File: config.mk
export PLATFORM = sky130hd
export DESIGN_NAME = core_mem_monitor
export DESIGN_NICKNAME = d
export VERILOG_FILES = /design/src/design/core_perf_pkg.sv /design/src/design/dcr_base_regs.sv /design/src/design/dcache_lane_monitor.sv /design/src/design/icache_monitor.sv /design/src/design/dcache_perf_aggregator.sv /design/src/design/core_mem_monitor.sv
export SDC_FILE = /design/constraint.sdc
export NUM_CORES = 1
export LEC_CHECK = 0
export BUFFER_PORTS_ARGS = -buffer_cell sky130_fd_sc_hd__buf_4
export CAP_MARGIN = 20
export CORE_MARGIN = 2
export CORE_UTILIZATION = 35
export DETAILED_ROUTE_END_ITERATION = 7
export GPL_TIMING_DRIVEN = 0
export MAX_ROUTING_LAYER = met4
export SETUP_SLACK_MARGIN = 0.02
export SLEW_MARGIN = 25
export SYNTH_ARGS = -nofsm -noshare
export SYNTH_HDL_FRONTEND = slang
export SYNTH_HIERARCHICAL = 1
export SYNTH_SLANG_ARGS = --single-unit
File: constraint.sdc
create_clock -name clk -period 9.2 [get_ports clk]
set_input_delay 0.46 -clock clk [delete_from_list [all_inputs] [get_ports clk]]
set_output_delay 0.46 -clock clk [all_outputs]
set_load 0.01 [all_outputs]
File: src/design/core_perf_pkg.sv
/*
 * Shared constants for the core memory-traffic performance monitor.
 * Lane count, counter and bus widths, and the configuration register
 * addresses of the base registers. Every RTL block imports this package.
 */
package core_perf_pkg;

    // Data-cache request lanes observed by the monitor
    localparam int NUM_DCACHE_LANES = 4;

    // Every exported performance counter has this width
    localparam int PERF_CTR_BITS = 32;

    // Outstanding reads on one data-cache lane
    localparam int LANE_PENDING_BITS = 8;

    // Sum of all lane counts, with headroom for the lane adds
    localparam int TOTAL_PENDING_BITS = LANE_PENDING_BITS + $clog2(NUM_DCACHE_LANES);

    // Per-cycle popcount over the lanes, 0 through NUM_DCACHE_LANES
    localparam int LANE_SUM_BITS = $clog2(NUM_DCACHE_LANES + 1);

    // Configuration bus
    localparam int DCR_ADDR_WIDTH = 12;
    localparam int DCR_DATA_WIDTH = 32;

    // Base register addresses on the configuration bus
    localparam logic [DCR_ADDR_WIDTH-1:0] DCR_STARTUP_ADDR = 12'h001;
    localparam logic [DCR_ADDR_WIDTH-1:0] DCR_STARTUP_ARG  = 12'h003;

endpackage

File: src/design/dcr_base_regs.sv
/*
 * Base configuration registers of the core.
 * Captures configuration-bus writes into the startup address and the
 * startup argument. A write shows on the outputs one cycle later; writes
 * to any other address are dropped.
 */
`timescale 1ns/1ps

module dcr_base_regs import core_perf_pkg::*; (
    input  logic                      clk,
    input  logic                      reset,

    input  logic                      dcr_write_valid,
    input  logic [DCR_ADDR_WIDTH-1:0] dcr_write_addr,
    input  logic [DCR_DATA_WIDTH-1:0] dcr_write_data,

    output logic [DCR_DATA_WIDTH-1:0] startup_addr,
    output logic [DCR_DATA_WIDTH-1:0] startup_arg
);

    logic [DCR_DATA_WIDTH-1:0] startup_addr_q;
    logic [DCR_DATA_WIDTH-1:0] startup_arg_q;

    always_ff @(posedge clk) begin
        if (reset) begin
            startup_addr_q <= '0;
            startup_arg_q  <= '0;
        end else if (dcr_write_valid) begin
            case (dcr_write_addr)
                DCR_STARTUP_ADDR: startup_addr_q <= dcr_write_data;
                DCR_STARTUP_ARG:  startup_arg_q  <= dcr_write_data;
                default: begin
                    // Unmapped address, nothing to load
                end
            endcase
        end
    end

    assign startup_addr = startup_addr_q;
    assign startup_arg  = startup_arg_q;

endmodule

File: src/design/dcache_lane_monitor.sv
/*
 * Observer for one data-cache request lane.
 * Forms the read, write and response fire strobes of the lane and keeps
 * the lane's count of outstanding reads. Instantiated once per lane.
 */
`timescale 1ns/1ps

module dcache_lane_monitor import core_perf_pkg::*; (
    input  logic                         clk,
    input  logic                         reset,

    input  logic                         req_valid,
    input  logic                         req_rw,
    input  logic                         req_ready,
    input  logic                         rsp_valid,
    input  logic                         rsp_ready,

    output logic                         rd_fire,
    output logic                         wr_fire,
    output logic                         rsp_fire,
    output logic [LANE_PENDING_BITS-1:0] pending
);

    logic                         req_fire;
    logic [LANE_PENDING_BITS-1:0] pending_q;

    // A transfer happens only with valid and ready both high
    assign req_fire = req_valid & req_ready;
    assign rd_fire  = req_fire & ~req_rw;
    assign wr_fire  = req_fire & req_rw;
    assign rsp_fire = rsp_valid & rsp_ready;

    always_ff @(posedge clk) begin
        if (reset) begin
            pending_q <= '0;
        end else begin
            case ({rd_fire, rsp_fire})
                2'b10:   pending_q <= pending_q + 1'b1;
                2'b01:   pending_q <= pending_q - 1'b1;
                // Read and response together cancel out
                default: pending_q <= pending_q;
            endcase
        end
    end

    assign pending = pending_q;

endmodule

File: src/design/icache_monitor.sv
/*
 * Instruction-cache traffic monitor.
 * Counts fired fetch requests and tracks outstanding fetches. Each cycle
 * the registered outstanding count is added to the fetch latency total,
 * so a fetch answered k cycles after it fired adds exactly k.
 */
`timescale 1ns/1ps

module icache_monitor import core_perf_pkg::*; (
    input  logic                     clk,
    input  logic                     reset,

    input  logic                     req_valid,
    input  logic                     req_ready,
    input  logic                     rsp_valid,
    input  logic                     rsp_ready,

    output logic [PERF_CTR_BITS-1:0] ifetches,
    output logic [PERF_CTR_BITS-1:0] ifetch_latency
);

    logic                     req_fire;
    logic                     rsp_fire;
    logic [PERF_CTR_BITS-1:0] pending_q;
    logic [PERF_CTR_BITS-1:0] ifetches_q;
    logic [PERF_CTR_BITS-1:0] latency_q;

    assign req_fire = req_valid & req_ready;
    assign rsp_fire = rsp_valid & rsp_ready;

    always_ff @(posedge clk) begin
        if (reset) begin
            pending_q <= '0;
        end else begin
            case ({req_fire, rsp_fire})
                2'b10:   pending_q <= pending_q + 1'b1;
                2'b01:   pending_q <= pending_q - 1'b1;
                default: pending_q <= pending_q;
            endcase
        end
    end

    always_ff @(posedge clk) begin
        if (reset) begin
            ifetches_q <= '0;
            latency_q  <= '0;
        end else begin
            ifetches_q <= ifetches_q + PERF_CTR_BITS'(req_fire);
            // Old outstanding count, one cycle per fetch in flight
            latency_q  <= latency_q + pending_q;
        end
    end

    assign ifetches       = ifetches_q;
    assign ifetch_latency = latency_q;

endmodule

File: src/design/dcache_perf_aggregator.sv
/*
 * Data-cache counter block fed by the per-lane monitors.
 * Popcounts the read and write strobes into the load and store counters
 * and adds the summed lane outstanding counts to the load latency total
 * every cycle. Responses reach it through the lane pending counts.
 */
`timescale 1ns/1ps

module dcache_perf_aggregator import core_perf_pkg::*; (
    input  logic                                               clk,
    input  logic                                               reset,

    input  logic [NUM_DCACHE_LANES-1:0]                        rd_fire,
    input  logic [NUM_DCACHE_LANES-1:0]                        wr_fire,
    input  logic [NUM_DCACHE_LANES-1:0][LANE_PENDING_BITS-1:0] lane_pending,

    output logic [PERF_CTR_BITS-1:0]                           loads,
    output logic [PERF_CTR_BITS-1:0]                           stores,
    output logic [PERF_CTR_BITS-1:0]                           load_latency
);

    logic [LANE_SUM_BITS-1:0]      rd_per_cycle;
    logic [LANE_SUM_BITS-1:0]      wr_per_cycle;
    logic [TOTAL_PENDING_BITS-1:0] total_pending;

    logic [PERF_CTR_BITS-1:0]      loads_q;
    logic [PERF_CTR_BITS-1:0]      stores_q;
    logic [PERF_CTR_BITS-1:0]      latency_q;

    function automatic logic [LANE_SUM_BITS-1:0] lane_popcount(
        input logic [NUM_DCACHE_LANES-1:0] bits
    );
        logic [LANE_SUM_BITS-1:0] count;
        count = '0;
        for (int i = 0; i < NUM_DCACHE_LANES; i++) begin
            count = count + LANE_SUM_BITS'(bits[i]);
        end
        return count;
    endfunction

    assign rd_per_cycle = lane_popcount(rd_fire);
    assign wr_per_cycle = lane_popcount(wr_fire);

    // Reads in flight across all lanes
    always_comb begin
        total_pending = '0;
        for (int i = 0; i < NUM_DCACHE_LANES; i++) begin
            total_pending = total_pending + TOTAL_PENDING_BITS'(lane_pending[i]);
        end
    end

    always_ff @(posedge clk) begin
        if (reset) begin
            loads_q   <= '0;
            stores_q  <= '0;
            latency_q <= '0;
        end else begin
            loads_q   <= loads_q + PERF_CTR_BITS'(rd_per_cycle);
            stores_q  <= stores_q + PERF_CTR_BITS'(wr_per_cycle);
            latency_q <= latency_q + PERF_CTR_BITS'(total_pending);
        end
    end

    assign loads        = loads_q;
    assign stores       = stores_q;
    assign load_latency = latency_q;

endmodule

File: src/design/core_mem_monitor.sv
/*
 * Top level of the core memory-traffic performance monitor.
 * Holds the base configuration registers and observes the instruction
 * and data cache buses without driving them. Every input event reaches
 * the outputs one cycle later.
 */
`timescale 1ns/1ps

module core_mem_monitor import core_perf_pkg::*; (
    input  logic                        clk,
    input  logic                        reset,

    // Configuration bus
    input  logic                        dcr_write_valid,
    input  logic [DCR_ADDR_WIDTH-1:0]   dcr_write_addr,
    input  logic [DCR_DATA_WIDTH-1:0]   dcr_write_data,

    // Instruction cache
    input  logic                        icache_req_valid,
    input  logic                        icache_req_ready,
    input  logic                        icache_rsp_valid,
    input  logic                        icache_rsp_ready,

    // Data cache, one bit per lane
    input  logic [NUM_DCACHE_LANES-1:0] dcache_req_valid,
    input  logic [NUM_DCACHE_LANES-1:0] dcache_req_rw,
    input  logic [NUM_DCACHE_LANES-1:0] dcache_req_ready,
    input  logic [NUM_DCACHE_LANES-1:0] dcache_rsp_valid,
    input  logic [NUM_DCACHE_LANES-1:0] dcache_rsp_ready,

    output logic [DCR_DATA_WIDTH-1:0]   startup_addr,
    output logic [DCR_DATA_WIDTH-1:0]   startup_arg,
    output logic [PERF_CTR_BITS-1:0]    ifetches,
    output logic [PERF_CTR_BITS-1:0]    ifetch_latency,
    output logic [PERF_CTR_BITS-1:0]    loads,
    output logic [PERF_CTR_BITS-1:0]    stores,
    output logic [PERF_CTR_BITS-1:0]    load_latency
);

    logic [NUM_DCACHE_LANES-1:0]                        dcache_rd_fire;
    logic [NUM_DCACHE_LANES-1:0]                        dcache_wr_fire;
    logic [NUM_DCACHE_LANES-1:0][LANE_PENDING_BITS-1:0] lane_pending;

    dcr_base_regs i_dcr_base_regs (
        .clk             (clk),
        .reset           (reset),
        .dcr_write_valid (dcr_write_valid),
        .dcr_write_addr  (dcr_write_addr),
        .dcr_write_data  (dcr_write_data),
        .startup_addr    (startup_addr),
        .startup_arg     (startup_arg)
    );

    icache_monitor i_icache_monitor (
        .clk            (clk),
        .reset          (reset),
        .req_valid      (icache_req_valid),
        .req_ready      (icache_req_ready),
        .rsp_valid      (icache_rsp_valid),
        .rsp_ready      (icache_rsp_ready),
        .ifetches       (ifetches),
        .ifetch_latency (ifetch_latency)
    );

    // One observer per data-cache lane
    // Responses reach the aggregator only through the lane pending counts
    for (genvar i = 0; i < NUM_DCACHE_LANES; i++) begin : g_lane
        dcache_lane_monitor i_dcache_lane_monitor (
            .clk       (clk),
            .reset     (reset),
            .req_valid (dcache_req_valid[i]),
            .req_rw    (dcache_req_rw[i]),
            .req_ready (dcache_req_ready[i]),
            .rsp_valid (dcache_rsp_valid[i]),
            .rsp_ready (dcache_rsp_ready[i]),
            .rd_fire   (dcache_rd_fire[i]),
            .wr_fire   (dcache_wr_fire[i]),
            .rsp_fire  (),
            .pending   (lane_pending[i])
        );
    end

    dcache_perf_aggregator i_dcache_perf_aggregator (
        .clk          (clk),
        .reset        (reset),
        .rd_fire      (dcache_rd_fire),
        .wr_fire      (dcache_wr_fire),
        .lane_pending (lane_pending),
        .loads        (loads),
        .stores       (stores),
        .load_latency (load_latency)
    );

endmodule

; After elaboration in Yosys (flattened, before gate mapping)
; Index checks and enable logic that the tools add are counted.
[word_totals]
elab_cells = 82
register_bits = 288
output_inout_bits = 224
in_bits = 71
[op_classes]
mux = 5
bitwise_logic = 22
n_eq_ne = 12
add_sub_neg = 24
reduce_logical = 7
[op_table]
columns = op, count
row1 = $add A32 B3 Y32, 2
row2 = $pmux W32 S2, 1
row3 = $pmux W8 S2, 4
row4 = $add A32 B1 Y32, 1
row5 = $add A32 B1 Y32 const B, 1
row6 = $add A32 B10 Y32, 1
row7 = $add A32 B32 Y32, 1
row8 = $add A8 B1 Y8 const B, 4
row9 = $sub A32 B1 Y32 const B, 1
row10 = $sub A8 B1 Y8 const B, 4
row11 = $add A10 B8 Y10, 2
row12 = $and A1 B1 Y1, 18
row13 = $add A3 B1 Y3, 4
row14 = $eq A12 B1 Y1 const B, 1
row15 = $eq A12 B2 Y1 const B, 1
row16 = $eq A2 B1 Y1 const B, 5
row17 = $eq A2 B2 Y1 const B, 5
row18 = $reduce_bool A2 Y1, 5
row19 = $add A8 B8 Y9, 1
row20 = $add A1 B1 Y2, 2
row21 = $not A1 Y1, 4
row22 = $reduce_and A2 Y1, 2

; Depth between registers and ports, before layout
; Gate-level depths: netlist of run 1.
[logic_depth]
depth_word = 6
mapped_depth = 17
mapped_depth_nobuf = 14

; Cells and area by module
; Netlist of run 1, hierarchy kept.
[modules_own_cells]
columns = module, instances, area_per_inst_um2, cells_each, seq_area_each_um2
row1 = icache_monitor, 1, 6726.5, 866, 1921.8
row2 = dcache_perf_aggregator, 1, 5263.8, 613, 1921.8
row3 = dcache_lane_monitor, 4, 747.0, 90, 160.2
row4 = dcr_base_regs, 1, 2713.9, 247, 1281.2

; Worst setup path after synthesis of run 1
; No wires, ideal clock.
[synth_timing]
path_kind = register -> register
from = register g_lane[0].i_dcache_lane_monitor.pending_q[2]
to = register i_dcache_perf_aggregator.latency_q[18], in the netlist i_dcache_perf_aggregator/load_latency[18]
period_less_slack_ps = 3934
arrival_ps = 3806
t_required_ps = 9072
setup_ps = 128
slack_ps = 5266
n_path_buf = 1
path_stages_with_launch = 16
path_cell_list = dfxtp_1 > inv_1 > fa_1 > inv_1 > fa_1 > inv_1 > fa_1 > inv_1 > ha_1 > a211oi_1 > nor4_1 > o31ai_1 > clkbuf_1 > a21boi_0 > xnor2_1 > nor2_1
[synth_between]
elab_chain_cells = 4
[synth_lines]
columns = item, line
row1 = from (decl), dcache_lane_monitor.sv:25  ; logic [LANE_PENDING_BITS-1:0] pending_q;
row2 = from (signal assigned), dcache_lane_monitor.sv:38  ; 2'b10: pending_q <= pending_q + 1'b1;
row3 = from (signal assigned), dcache_lane_monitor.sv:39  ; 2'b01: pending_q <= pending_q - 1'b1;
row4 = from (signal assigned), dcache_lane_monitor.sv:41  ; default: pending_q <= pending_q;
row5 = $add A8 B8 Y9, dcache_perf_aggregator.sv:48  ; total_pending = total_pending + TOTAL_PENDING_BITS'(lane_pending[i]);
row6 = $add A10 B8 Y10 (2 in series), dcache_perf_aggregator.sv:48
row7 = $add A32 B10 Y32, dcache_perf_aggregator.sv:60  ; latency_q <= latency_q + PERF_CTR_BITS'(total_pending);
row8 = to (signal assigned), dcache_perf_aggregator.sv:60
row9 = to (decl), dcache_perf_aggregator.sv:28  ; logic [PERF_CTR_BITS-1:0] latency_q;
; Every way passes these cells.
; A chain may end at the register's enable or synchronous reset.

; Final worst setup path of run 1
[layout_timing]
from = input port icache_req_valid
to = register i_icache_monitor.pending_q[20]
[layout_between]
elab_chain_cells = 3
word_cells_on_any_way = 5
cone_classes = 2 x eq/ne / 1 x mux / 1 x bitwise / 1 x reduce/logical
[layout_lines]
columns = item, line
row1 = from (decl), core_mem_monitor.sv:19  ; input logic icache_req_valid,
row2 = $and A1 B1 Y1 *, icache_monitor.sv:28  ; assign req_fire = req_valid & req_ready;
row3 = $eq A2 B1 Y1 / $eq A2 B2 Y1 (equally long branches), icache_monitor.sv:35  ; case ({req_fire, rsp_fire})
row4 = $pmux W32 S2 / $reduce_bool A2 Y1 (equally long branches), -
row5 = to (signal assigned), icache_monitor.sv:36  ; 2'b10: pending_q <= pending_q + 1'b1;
row6 = to (signal assigned), icache_monitor.sv:37  ; 2'b01: pending_q <= pending_q - 1'b1;
row7 = to (signal assigned), icache_monitor.sv:38  ; default: pending_q <= pending_q;
row8 = to (decl), icache_monitor.sv:24  ; logic [PERF_CTR_BITS-1:0] pending_q;
; Mark *: on every way between the ends. The rest lies on a longest branch, timed or not.

==> impl_summary.md, run 1 <==
Placed design
The detailed placement HPWL is 41.1 mm. Port buffering added 294 buffers. In this run the cell area measured after placement is 20700 um^2. The routability congestion estimate is 0.907.

Detailed routing
The uppermost signal routing layer after detailed routing is met4. Using the TritonRoute via totals, the vias-per-cell ratio works out to 5.18. The total number of vias is 16100.

In this run the remaining antenna-violating nets after routing total 0. The average detailed-routed wire length per instance is 17.2 um. The wire length reported by the detailed router is 53.7 mm. After detailed routing, the wire length on met1 is 23.2 mm. The number of DRC markers in iteration 0 is 986.

The first-pass iteration count of the detailed router is 5. The residual DRC count is 0. The routed wire length on met3 is 4.06 mm. The routed wire length on met2 is 24.9 mm.

Synthesis
The biggest area contributor in the post-synthesis netlist is dfxtp_1. Dividing the synthesized area by the synthesized cell count gives 8.48 um^2. The most used flip-flop cell after synthesis is dfxtp_1. Ranked by total cell area, the synthesized netlist is headed by dfxtp_1, nor2_1, xnor2_1, mux2i_1, ha_1. In the synthesized netlist the async set-or-reset flop fraction comes to 0%.

The most common cell in the netlist is dfxtp_1. The number of distinct library cells after synthesis is 101. The cell area that synthesis handed to floorplanning was 17700 um^2. Of the post-synthesis cell area, the dominant cell type holds 32.6%. The commonest cells after synthesis are dfxtp_1, nor2_1, nand2b_1. The number of nets produced by synthesis is 2250. The proportion of synthesized chip area in sequential cells is 32.6%. The number of synthesized flops with an enable pin is 0. After synthesis the netlist holds a flip-flop and latch count of 288. The number of cells produced by synthesis is 2086. The Yosys step of the flow raised 6 warnings.

STA
Setup violations remaining at the end of the flow were counted as 0. The number of failing hold endpoints at the final stage is 0. The post-route fraction of the period consumed by the critical path is 53.3%. For this run, the top clock speed supported by timing is 0.204 GHz. For the finished layout, the period the worst path requires is 4.90 ns. Summed over all failing endpoints, the final setup total negative slack is 0 ns.

Setup repair after global routing left no endpoint under its margin. The headroom to the max-slew limit is 39.3%. Between clock sinks in the finished design, the worst skew comes to 0.0143 ns. For the pin with the worst max-slew slack, the measured transition is 0.910 ns. Hold is met by 0.202 ns. The number of max-slew violations in the final report is 0.

Worst setup path
The arrival time at the worst endpoint is 5.32 ns. The dominant delay contributor by cell family on the critical path is buffers and inverters. The cell that appears most often on the critical path is buf_2. The slowest cell on the critical path is a211oi_1.

The number of buffer and inverter instances along the worst setup path is 7. In this run the worst path has a maximum fanout of 10. The worst setup path is of the input pin to register kind. The data required time of the worst path is 9.62 ns. The delay of the slowest cell on the worst path is 0.61 ns. The critical path capture point type is a register. The signal on the critical path passes through buf_4 -> nand2_1 -> ha_1 -> buf_4 -> buf_2 -> buf_2 -> buf_2 -> buf_2 -> buf_2 -> xor2_1 -> ha_1 -> a31o_2 -> o221ai_1 -> a211oi_1 -> a21oi_1 -> o21ai_0 -> mux2i_1 -> mux2_2. The worst setup path is launched from an input pin.

Clock tree
The quantity of gates resized following cts is 0. The post-CTS setup buffer count is 0. The clock tree from TritonCTS is done. TritonCTS created 37 clock buffers. Buffers inserted to repair hold after CTS numbered 0. In this run the number of H-tree levels came out at 2.

The number of sinks handled by clock tree synthesis is 288. The clock-pin slew reported for the worst setup and hold paths after clock tree synthesis is 0.06 ns. At the later pin of the worst-skew pair, clock insertion delay measures 0.55 ns. The number of buffers on the longest clock path is 3. CTS placed an instance of clkbuf_16 at the clock tree root.

Run status
The run finished with clean final reports.

Power
The overall power of the completed layout is 3.53 mW. In this run the static leakage power is 9.11 nW. The cell area power density is 161 nW/um^2. The peak ir drop on the vdd network is 0.129 mV.

GRT
The pin count of the biggest net entering global routing is 24. The initial antenna violation count came to 0. The wire length of the first global-routing pass is 85.7 mm.

After global routing the overflow that remains totals 0. The global router's overall resource usage is 20.7%. The via count of the first global-routing pass is 15900.

Run
The tool flagged a number of max-cap violations equal to 0.

Layout
At the end of the flow the core is filled with cells to 43.8%. The area of combinational cells with multiple inputs is 10800 um^2. Fill cells in the final layout number 5086. In the final layout, flip-flops and latches occupy 5770 um^2.

The number of inserted diodes is 0. The number of nets in the layout is 2583. The final instance area is 21900 um^2. The proportion of layout cells with a drive suffix above 1 is 18.6%. The layout overhead on the synthesized area is 23.9%.

Floorplanning
The floorplan has 82 rows. The die is 229 um wide. The number of top-level pins is 295. The height of the die is 229 um.

The full die area is 52400 um^2. Once the floorplan was initialized, standard cells occupied 35.3% of the core. The area of the core is 50100 um^2.

Worst hold path
The classification of the worst-slack hold path is input pin to register.
cell type report:
type,instances,area share [%]
Multi-Input combinational cell,1573,49.4
Sequential cell,288,26.3
Timing Repair Buffer,294,10.1
Clock buffer,57,4.93
Tap cell,672,3.83
Buffer,115,3.09
Inverter,110,1.88
Clock inverter,7,0.491
per-layer routing:
metal,vias to the layer above,GRT usage [%]
li1,7931,-
met1,7624,25.6
met2,500,33.1
met3,85,4.79
met4,0,7.10
met5,-,-
flip-flops by register name, indices dropped and copies added, names as in the netlist:
name / flops
i_dcache_perf_aggregator/load_latency: 32
i_icache_monitor/ifetches: 32
i_dcache_perf_aggregator/stores: 32
i_icache_monitor/ifetch_latency: 32
g_lane.i_dcache_lane_monitor/pending: 32
i_icache_monitor/pending_q: 32
i_dcr_base_regs/startup_addr: 32
i_dcr_base_regs/startup_arg: 32
i_dcache_perf_aggregator/loads: 32
cell usage in the layout, fill, tap and decap left out, types with 12 or more instances in the layout:
| cell | n |
|---|---|
| mux2i_1 | 79 |
| nor2_1 | 247 |
| dfxtp_1 | 288 |
| inv_1 | 109 |
| buf_2 | 15 |
| buf_6 | 14 |
| a21o_1 | 14 |
| nand2_1 | 105 |
| and3_1 | 28 |
| o21ai_0 | 85 |
| nand4_1 | 25 |
| clkbuf_8 | 12 |
| nor3_1 | 45 |
| nor3b_1 | 15 |
| nor2b_1 | 31 |
| xnor2_1 | 97 |
| clkbuf_16 | 37 |
| xor2_1 | 71 |
| nand2b_1 | 111 |
| or3_1 | 51 |
| or2_2 | 13 |
| clkbuf_1 | 75 |
| buf_4 | 303 |
| fa_1 | 30 |
| a21oi_1 | 110 |
| a211oi_1 | 19 |
| nand3_1 | 54 |
| a31oi_1 | 14 |
| nor4_1 | 17 |
| ha_1 | 63 |
per-stage QoR:
stage | instances | setup WS (ns)
after floorplan | 2086 | 5.27
final | 3116 | 4.30
after detailed placement | 3052 | 3.90
after CTS | 3116 | 4.45
after global routing | 3116 | 4.09
after global placement | 3052 | 3.88
logic make-up (layout without fill, tap and decap cells):
logic type,count (synthesis),after routing,synth area share (%)
muxes,95,95,5.51
buffers and inverters,225,583,6.17
and+or+nand+nor,826,826,24.9
AOI/OAI and AO/OA,391,391,14.7
DFF,288,288,32.6
adders and majority gates,93,93,7.85
xor gates and xnor gates,168,168,8.32
where the power goes:
group	internal, mW	leakage, nW	switching [mW]
clock	0.867	0.583	0.577
combinational	0.309	6.20	0.407
sequential	1.30	2.33	0.0625
worst paths after layout:
kind / from / endpoint / slack [ns] / depth (start not counted)
min: dcr_write_data[8] / i_dcr_base_regs/startup_addr[8] / 0.20 / 3
min reg2reg: i_dcr_base_regs/startup_addr[7] / i_dcr_base_regs/startup_addr[7] / 0.48 / 2
max: icache_req_valid / i_icache_monitor/pending_q[20] / 4.30 / 18
max reg2reg: g_lane[0].i_dcache_lane_monitor/pending[2] / i_dcache_perf_aggregator/load_latency[18] / 4.57 / 15
tightest hold or removal path: cells and delay by family:
kind | cells | cell delay (ns)
buffers and inverters | 1 | 0.08
muxes | 1 | 0.12
and+or+nand+nor | 1 | 0.06
(Power assumes the default switching activity.)
==> inputs of run 2 (changes only) <==
==> constraint.sdc (replaced) <==
create_clock -name clk -period 4.5 [get_ports clk]
set_input_delay 0.225 -clock clk [delete_from_list [all_inputs] [get_ports clk]]
set_output_delay 0.225 -clock clk [all_outputs]
set_load 0.01 [all_outputs]
==> run 2 against run 1 <==
Global-route usage grew 0.18 points. Cell count grew 1.1%. Total power grew 110%. Sequential cell count is the same. Clock-buffer cell count is the same. Combinational power grew 110%. Register-to-register slack lost 4.3 ns. Worst setup slack lost 4.0 ns. Non-clock buffer count grew 33.
==> impl_summary.md, run 2 (synthesis gave the netlist of run 1 again) <==
STA
At the pin with the least slew margin, the transition time is 0.984 ns. The tightest hold path in the finished design has a slack of 0.0480 ns. The maximum clock skew at final layout is 0.0147 ns. Derived from the worst setup path, the maximum achievable clock frequency is 0.235 GHz. The number of failing hold endpoints at the final stage is 0.

Setup violations remaining at the end of the flow were counted as 0. The post-route fraction of the period consumed by the critical path is 94.4%. The headroom to the max-slew limit is 34.4%. The worst path needs 4.25 ns of the cycle, external delays included. The number of max-slew violations in the final report is 0.

Floorplanning
The number of top-level pins is 295. The floorplan step defined a die boundary enclosing 52400 um^2. Measured along the y axis, the die boundary spans 229 um. Once the floorplan was initialized, standard cells occupied 35.3% of the core. The count of standard-cell rows is 82. From left edge to right edge, the die measures 229 um. The region available for standard cell placement spans 50100 um^2.

Layout
Across the whole layout, storage elements account for 5770 um^2. The proportion of layout cells with a drive suffix above 1 is 18.8%. Fill cells in the final layout number 5042.

In the layout the commonest cells are buf_4, dfxtp_1, nor2_1. Compared with the post-synthesis result, the final layout area differs by 26.1%. The number of antenna diodes in the final layout is 0. The final instance area is 22300 um^2. The commonest non-fill, non-tap cell in the layout is buf_4. Measured on the finished design, the core utilization comes to 44.6%.

Summing all multi-input logic gate instances after layout gives 10900 um^2. The number of nets in the layout is 2616.

Worst setup path
The endpoint identified for the worst register-to-register timing path is i_dcache_perf_aggregator/load_latency[31]. Measured in cells, the most critical reg-to-reg path has a length of 14. Walking the worst path, the cells encountered are buf_4 -> nand2_1 -> ha_1 -> buf_4 -> buf_2 -> buf_2 -> clkbuf_4 -> clkbuf_4 -> buf_2 -> xor2_1 -> ha_1 -> a31o_2 -> a32oi_1 -> o41ai_4 -> a22oi_1 -> o21bai_1 -> mux2_2. In this run the worst path has a maximum fanout of 10.

The slowest cell on the critical path is o41ai_4. The worst setup path is of the input pin to register kind. The delay of the slowest cell on the worst path is 0.59 ns. The critical path capture point type is a register. In this run the critical register-to-register path is launched from i_dcache_perf_aggregator/load_latency[1].

The data required time of the worst path is 4.92 ns. The startpoint class of the critical path is an input pin. The internal reg-to-reg setup slack is 0.26 ns.

Data arrives at the worst endpoint at 4.67 ns. The cell that appears most often on the critical path is buf_2.

Clock tree
Clock latency on the worst-skew pair, taken at its later pin, is 0.54 ns. After clock tree synthesis, the clock-pin slew on the worst setup and hold paths is 0.06 ns. The number of sinks handled by clock tree synthesis is 288. In this run the clock root is driven by a clkbuf_16. TritonCTS built the clock tree.

In this run, CTS created clock tree buffers numbering 37. The longest clock path from root to sink contains 3 buffers. CTS built an H-tree with a depth of 2.

Run status
The flow ran to the end, and the final reports show no timing, DRC or antenna violations.

Detailed routing
The number of nets with antenna violations after routing is 0. After the first detailed-routing iteration, the DRC count stood at 1051. The average detailed-routed wire length per instance is 17.2 um. The total number of vias is 16400. The first-pass iteration count of the detailed router is 7. For this block, the routed nets add up to 54.3 mm of wire.

The via-per-instance ratio is 5.21. After detailed routing, the number of remaining DRC violations is 0.

Worst hold path
The classification of the worst-slack hold path is input pin to register. The startpoint identified for the worst hold timing path is dcr_write_data[11]. For hold timing, the worst endpoint is i_dcr_base_regs/startup_arg[11]. The cell depth of the worst min-delay path is 3.

GRT
The pin count of the biggest net entering global routing is 24. The global router's overall resource usage is 20.9%. The wire length of the first global-routing pass is 86.5 mm. The initial antenna violation count is 0. Summed over all layers, the global routing overflow is 0.

The via count of the first global-routing pass is 16100.

Placed design
At the end of routability-driven placement, the weighted congestion stood at 0.907. In this run the tool buffered the top-level ports with 294 buffer cells. Summing all placed instances gives a cell area of 20700 um^2.

The detailed placement HPWL is 41.1 mm.

Run
The max-cap check violation count is 0.

Power
The overall power of the completed layout is 7.25 mW. The peak ir drop on the vdd network is 0.269 mV. The cell area power density is 325 nW/um^2. Summed over all cells, the static leakage comes to 9.27 nW.
==> run 2: changes by cell type in the layout (fill, tap and decap cells not counted), sizes merged <==
cell         before  now
clkbuf          124  126
dlygate4sd3       0   32
buf             342  341
==> run 2: power breakdown <==
part,switching (mW),leakage [nW],total (mW),internal (mW)
logic,0.847,6.36,1.50,0.653
registers,0.128,2.33,2.79,2.67
clock network,1.18,0.583,2.95,1.77
==> run 2: final cells by class <==
cell class / count / share of cell area (%)
repair buffers: 327 / 11.4
well taps: 672 / 3.77
clock buffers: 57 / 4.85
multi-input cells: 1573 / 48.8
clock inverters: 7 / 0.482
plain buffers: 115 / 3.07
flip-flops and latches: 288 / 25.9
inverters: 110 / 1.85
==> run 2: worst max path at each step <==
stage | slack, ns | cells after the start | startpoint | endpoint
5_1_grt | -0.002 | 14 | i_dcache_perf_aggregator/load_latency[1] | i_dcache_perf_aggregator/load_latency[31]
2_1_floorplan | 0.57 | 15 | g_lane[0].i_dcache_lane_monitor/pending[2] | i_dcache_perf_aggregator/load_latency[18]
4_1_cts | 0.05 | 13 | g_lane[0].i_dcache_lane_monitor/pending[2] | i_dcache_perf_aggregator/load_latency[31]
3_3_place_gp | -0.58 | 18 | icache_req_valid | i_icache_monitor/pending_q[20]
3_5_place_dp | -0.57 | 18 | icache_req_valid | i_icache_monitor/pending_q[20]
6_report | 0.25 | 17 | icache_req_valid | i_icache_monitor/pending_q[26]
==> run 2: metal layers <==
| metal | routed length [um] | part of all wire [%] | vias to the layer above | global-route usage [%] |
|---|---|---|---|---|
| met2 | 25100 | 46 | 528 | 33.5 |
| met3 | 3970 | 7.3 | 96 | 4.73 |
| met4 | 1690 | 3.1 | 0 | 7.22 |
| met5 | 0 | 0 | - | - |
| li1 | - | - | 7998 | - |
| met1 | 23500 | 43 | 7769 | 25.8 |
==> run 2: timing repair <==
item | in CTS | in global routing
buffers inserted | 0 | 1
resized for setup | 3 | 11
hold buffers | 32 | 0
endpoints found under the setup margin | 11 | 21
hold endpoints to repair | 61 | 0
pin swaps | 0 | 1
==> run 2: stage by stage <==
step / setup TNS, ns / worst slack (ns) / instances
3_5_place_dp: -2.88 / -0.569 / 3052
4_1_cts: 0 / 0.0484 / 3148
3_3_place_gp: -2.55 / -0.584 / 3052
5_1_grt: -0.00181 / -0.00181 / 3149
2_1_floorplan: 0 / 0.566 / 2086
6_report: 0 / 0.253 / 3149
==> run 2: worst max-delay path, delay by kind of cell <==
kind                     cells  cell delay (ns)
multiplexers                 1             0.35
AO/OA/AOI/OAI                5             1.38
adder cells (fa/ha/maj)      2             0.50
AND/OR/NAND/NOR              1             0.24
buffers and inverters        7             1.79
XOR/XNOR                     1             0.17
==> inputs of run 3 (changes only) <==
--- a/config.mk
+++ b/config.mk
@@ -7,6 +7,7 @@
 export LEC_CHECK = 0
 export BUFFER_PORTS_ARGS = -buffer_cell sky130_fd_sc_hd__buf_4
 export CAP_MARGIN = 20
+export CORE_ASPECT_RATIO = 2
 export CORE_MARGIN = 2
 export CORE_UTILIZATION = 35
 export DETAILED_ROUTE_END_ITERATION = 7
==> run 3 against run 2 <==
Maximum frequency is 1.8% lower. Non-clock buffer count stayed put. Design area down 1.1%. Global-route usage up 1.6 points. Largest power group is now sequential cells. Worst setup slack worse by 0.077 ns. Core utilization is 0.38 points lower. Via count up 0.99%. Sequential cell count unchanged. Sequential power barely moved. Combinational power about the same. Worst hold slack better by 0.034 ns.
==> impl_summary.md, run 3 (synthesis gave the netlist of run 1 again) <==
Run status
The run finished with clean final reports.

GRT
The via count of the first global-routing pass is 17000. The global-route met1 utilization is 20.4%. The met2 track demand over resource in global routing is 44.0%. The global router's overall resource usage is 22.5%. The residual overflow from global routing is 0. The wire length of the first global-routing pass is 90.8 mm. In the global route stage, met3 resource usage came out at 2.65%.

The initial antenna violation count is 1. The busiest layer in global routing is met2. Entering global routing, the biggest net connects 24 pins.

Clock tree
The post-CTS setup buffer count is 0. The root buffer cell chosen for the clock tree is clkbuf_16. The clock-pin slew reported for the worst setup and hold paths after clock tree synthesis is 0.06 ns. The clock insertion delay at the later pin of the skew report is 0.59 ns. TritonCTS built the clock tree. The clock net in this run drives a total of 288 sinks.

The H-tree depth reported by CTS is 1. The number of buffers on the longest clock path is 3. Clock tree synthesis inserted a total of 30 buffers.

Worst setup path
The data required time of the worst path is 4.97 ns. The worst register-to-register path ends at i_dcache_perf_aggregator/load_latency[31]. The critical path capture point type is a register. The dominant delay contributor by cell family on the critical path is buffers and inverters. The capture point of the critical path is i_icache_monitor/pending_q[20]. The most used cell along the critical path is buf_2.

Counting cells, the worst reg-to-reg path comes to 14. On the critical path, the stage with the largest delay is an instance of a211oi_2. The internal reg-to-reg setup slack is 0.27 ns. The worst register-to-register path begins at g_lane[0].i_dcache_lane_monitor/pending[1]. STA classifies the critical path startpoint as an input pin.

In this run the worst setup path begins at icache_rsp_valid. The number of buffer and inverter instances along the worst setup path is 7. At the worst endpoint, the arrival time is 4.80 ns. In this run the number of cells on the critical path is 18.

The type of the worst setup path is input pin to register. Along the worst path, the maximum fanout reaches 10. On the worst path, the slowest cell contributes a delay of 0.41 ns. The signal on the critical path passes through buf_4 -> and2_1 -> ha_1 -> buf_4 -> buf_2 -> buf_2 -> buf_2 -> clkbuf_4 -> clkbuf_4 -> xor2_1 -> ha_1 -> a31o_2 -> o221ai_1 -> a211oi_2 -> a21oi_1 -> o21ai_1 -> mux2i_1 -> mux2_2.

STA
The post-route fraction of the period consumed by the critical path is 96.1%. On the final layout, the worst clock skew is 0.0121 ns. Setup repair after global routing left no endpoint under its margin.

The headroom to the max-slew limit is 32.8%. The final count of negative-setup-slack endpoints is 0. The worst path needs 4.32 ns of the cycle, external delays included. At the pin with the least slew margin, the transition time is 1.01 ns. Setup slack closes at 0.176 ns. The number of failing hold endpoints at the final stage is 0. The tightest hold path in the finished design has a slack of 0.0820 ns.

The number of max-slew violations in the final report is 0. Derived from the worst setup path, the maximum achievable clock frequency is 0.231 GHz.

Layout
0 antenna diodes ended up in the layout. The net count of the finished layout is 2609. The proportion of layout cells with a drive suffix above 1 is 18.3%.

The layout overhead on the synthesized area is 24.7%. The top cell types in the final layout, fill and taps aside, are buf_4, dfxtp_1, nor2_1. Fill cells in the final layout number 4980.

The library cell used most frequently in the layout, excluding fill and tap cells, is buf_4.

Power
The overall power of the completed layout is 6.84 mW. The cell area power density is 310 nW/um^2. The peak ir drop on the vdd network is 0.302 mV. Summed over all cells, the static leakage comes to 9.16 nW.

Detailed routing
The wire length reported by the detailed router is 58.3 mm. Dividing the detail-routed wire length by the instance count gives 18.7 um. The first TritonRoute pass finished after 5 iterations. Using the TritonRoute via totals, the vias-per-cell ratio works out to 5.31. The number of DRC markers in iteration 0 is 828. Once detail routing completed, the nets flagged for antenna violations numbered 0.

The residual DRC count is 0. The detailed router placed 16600 vias in this run.

Floorplanning
From left edge to right edge, the die measures 163 um. The area of the core is 49900 um^2. The die covers 52500 um^2. The number of top-level pins is 295. The count of standard-cell rows is 116. The initial core utilization is 35.4%. The height of the die is 322 um.

Placed design
Routability-driven placement finished with a final weighted congestion of 0.954. The detailed placement HPWL is 46.0 mm. The number of port buffers is 294.

At the placement stage, the worst setup path has a slack of -0.601 ns.

Worst hold path
The min-delay analysis places its worst path in the category input pin to register.

Run
The max-cap check violation count is 0.
==> run 3: cell count changes in the layout (fill, tap and decap cells not counted), sizes merged <==
cell / previous run / this run
clkinvlp: 0 / 3
bufinv: 2 / 1
dlygate4sd3: 32 / 33
inv: 112 / 109
clkbuf: 126 / 119
buf: 341 / 340
==> run 3: repair_timing <==
item                                    in CTS  in global routing
hold endpoints to repair                    64                  0
endpoints found under the setup margin      10                 23
hold buffers                                33                  0
resized for setup                            3                 11
pin swaps                                    0                  1
==> run 3: how the worst min path moves through the flow <==
stage / startpoint / endpoint / slack (ns) / cells past startpoint
floorplan: dcr_write_data[10] / i_dcr_base_regs/startup_arg[10] / 0.40 / 2
global placement: i_dcr_base_regs/startup_addr[19] / i_dcr_base_regs/startup_addr[19] / 0.46 / 2
detailed placement: i_dcr_base_regs/startup_addr[16] / i_dcr_base_regs/startup_addr[16] / 0.46 / 2
CTS: dcr_write_addr[3] / i_dcr_base_regs/startup_addr[28] / 0.05 / 4
global route: dcr_write_addr[3] / i_dcr_base_regs/startup_addr[28] / 0.09 / 4
finish: icache_req_ready / i_icache_monitor/ifetches[0] / 0.08 / 4
==> run 3: layer usage <==
metal | wire (um) | part of all wire [%] | up-vias
met4 | 3600 | 6.2 | 0
met2 | 32400 | 56 | 494
met3 | 2390 | 4.1 | 163
met5 | 0 | 0 | -
li1 | - | - | 7969
met1 | 20000 | 34 | 7928
==> run 3: layout make-up <==
class	count	area [um^2]	area share (%)
Clock inverter	6	62.6	0.284
Multi-Input combinational cell	1573	10900	49.3
Inverter	110	413	1.87
Buffer	115	687	3.11
Tap cell	649	812	3.68
Sequential cell	288	5770	26.2
Timing Repair Buffer	327	2540	11.5
Clock buffer	50	907	4.11
==> run 3: worst min-delay path, delay by kind of cell <==
kind                   cells  cell delay, ns
XOR/XNOR                   1            0.15
AND/OR/NAND/NOR            2            0.16
buffers and inverters      1            0.08
==> run 3: report_power, final <==
group | total (mW) | switching, mW | internal (mW) | leakage [nW]
clock | 2.53 | 1.11 | 1.42 | 0.463
combinational | 1.52 | 0.868 | 0.656 | 6.36
sequential | 2.79 | 0.128 | 2.66 | 2.33
total | 6.84 | 2.10 | 4.74 | 9.16
==> run 3: through the flow <==
step | instances | TNS, ns | utilization, % | instance area (um^2)
floorplan | 2086 | 0 | - | 17700
global placement | 3029 | -4.04 | 41.5 | 20700
detailed placement | 3029 | -4.29 | 41.5 | 20700
CTS | 3118 | 0 | 44.1 | 22000
global route | 3118 | 0 | 44.2 | 22100
finish | 3118 | 0 | 44.2 | 22100
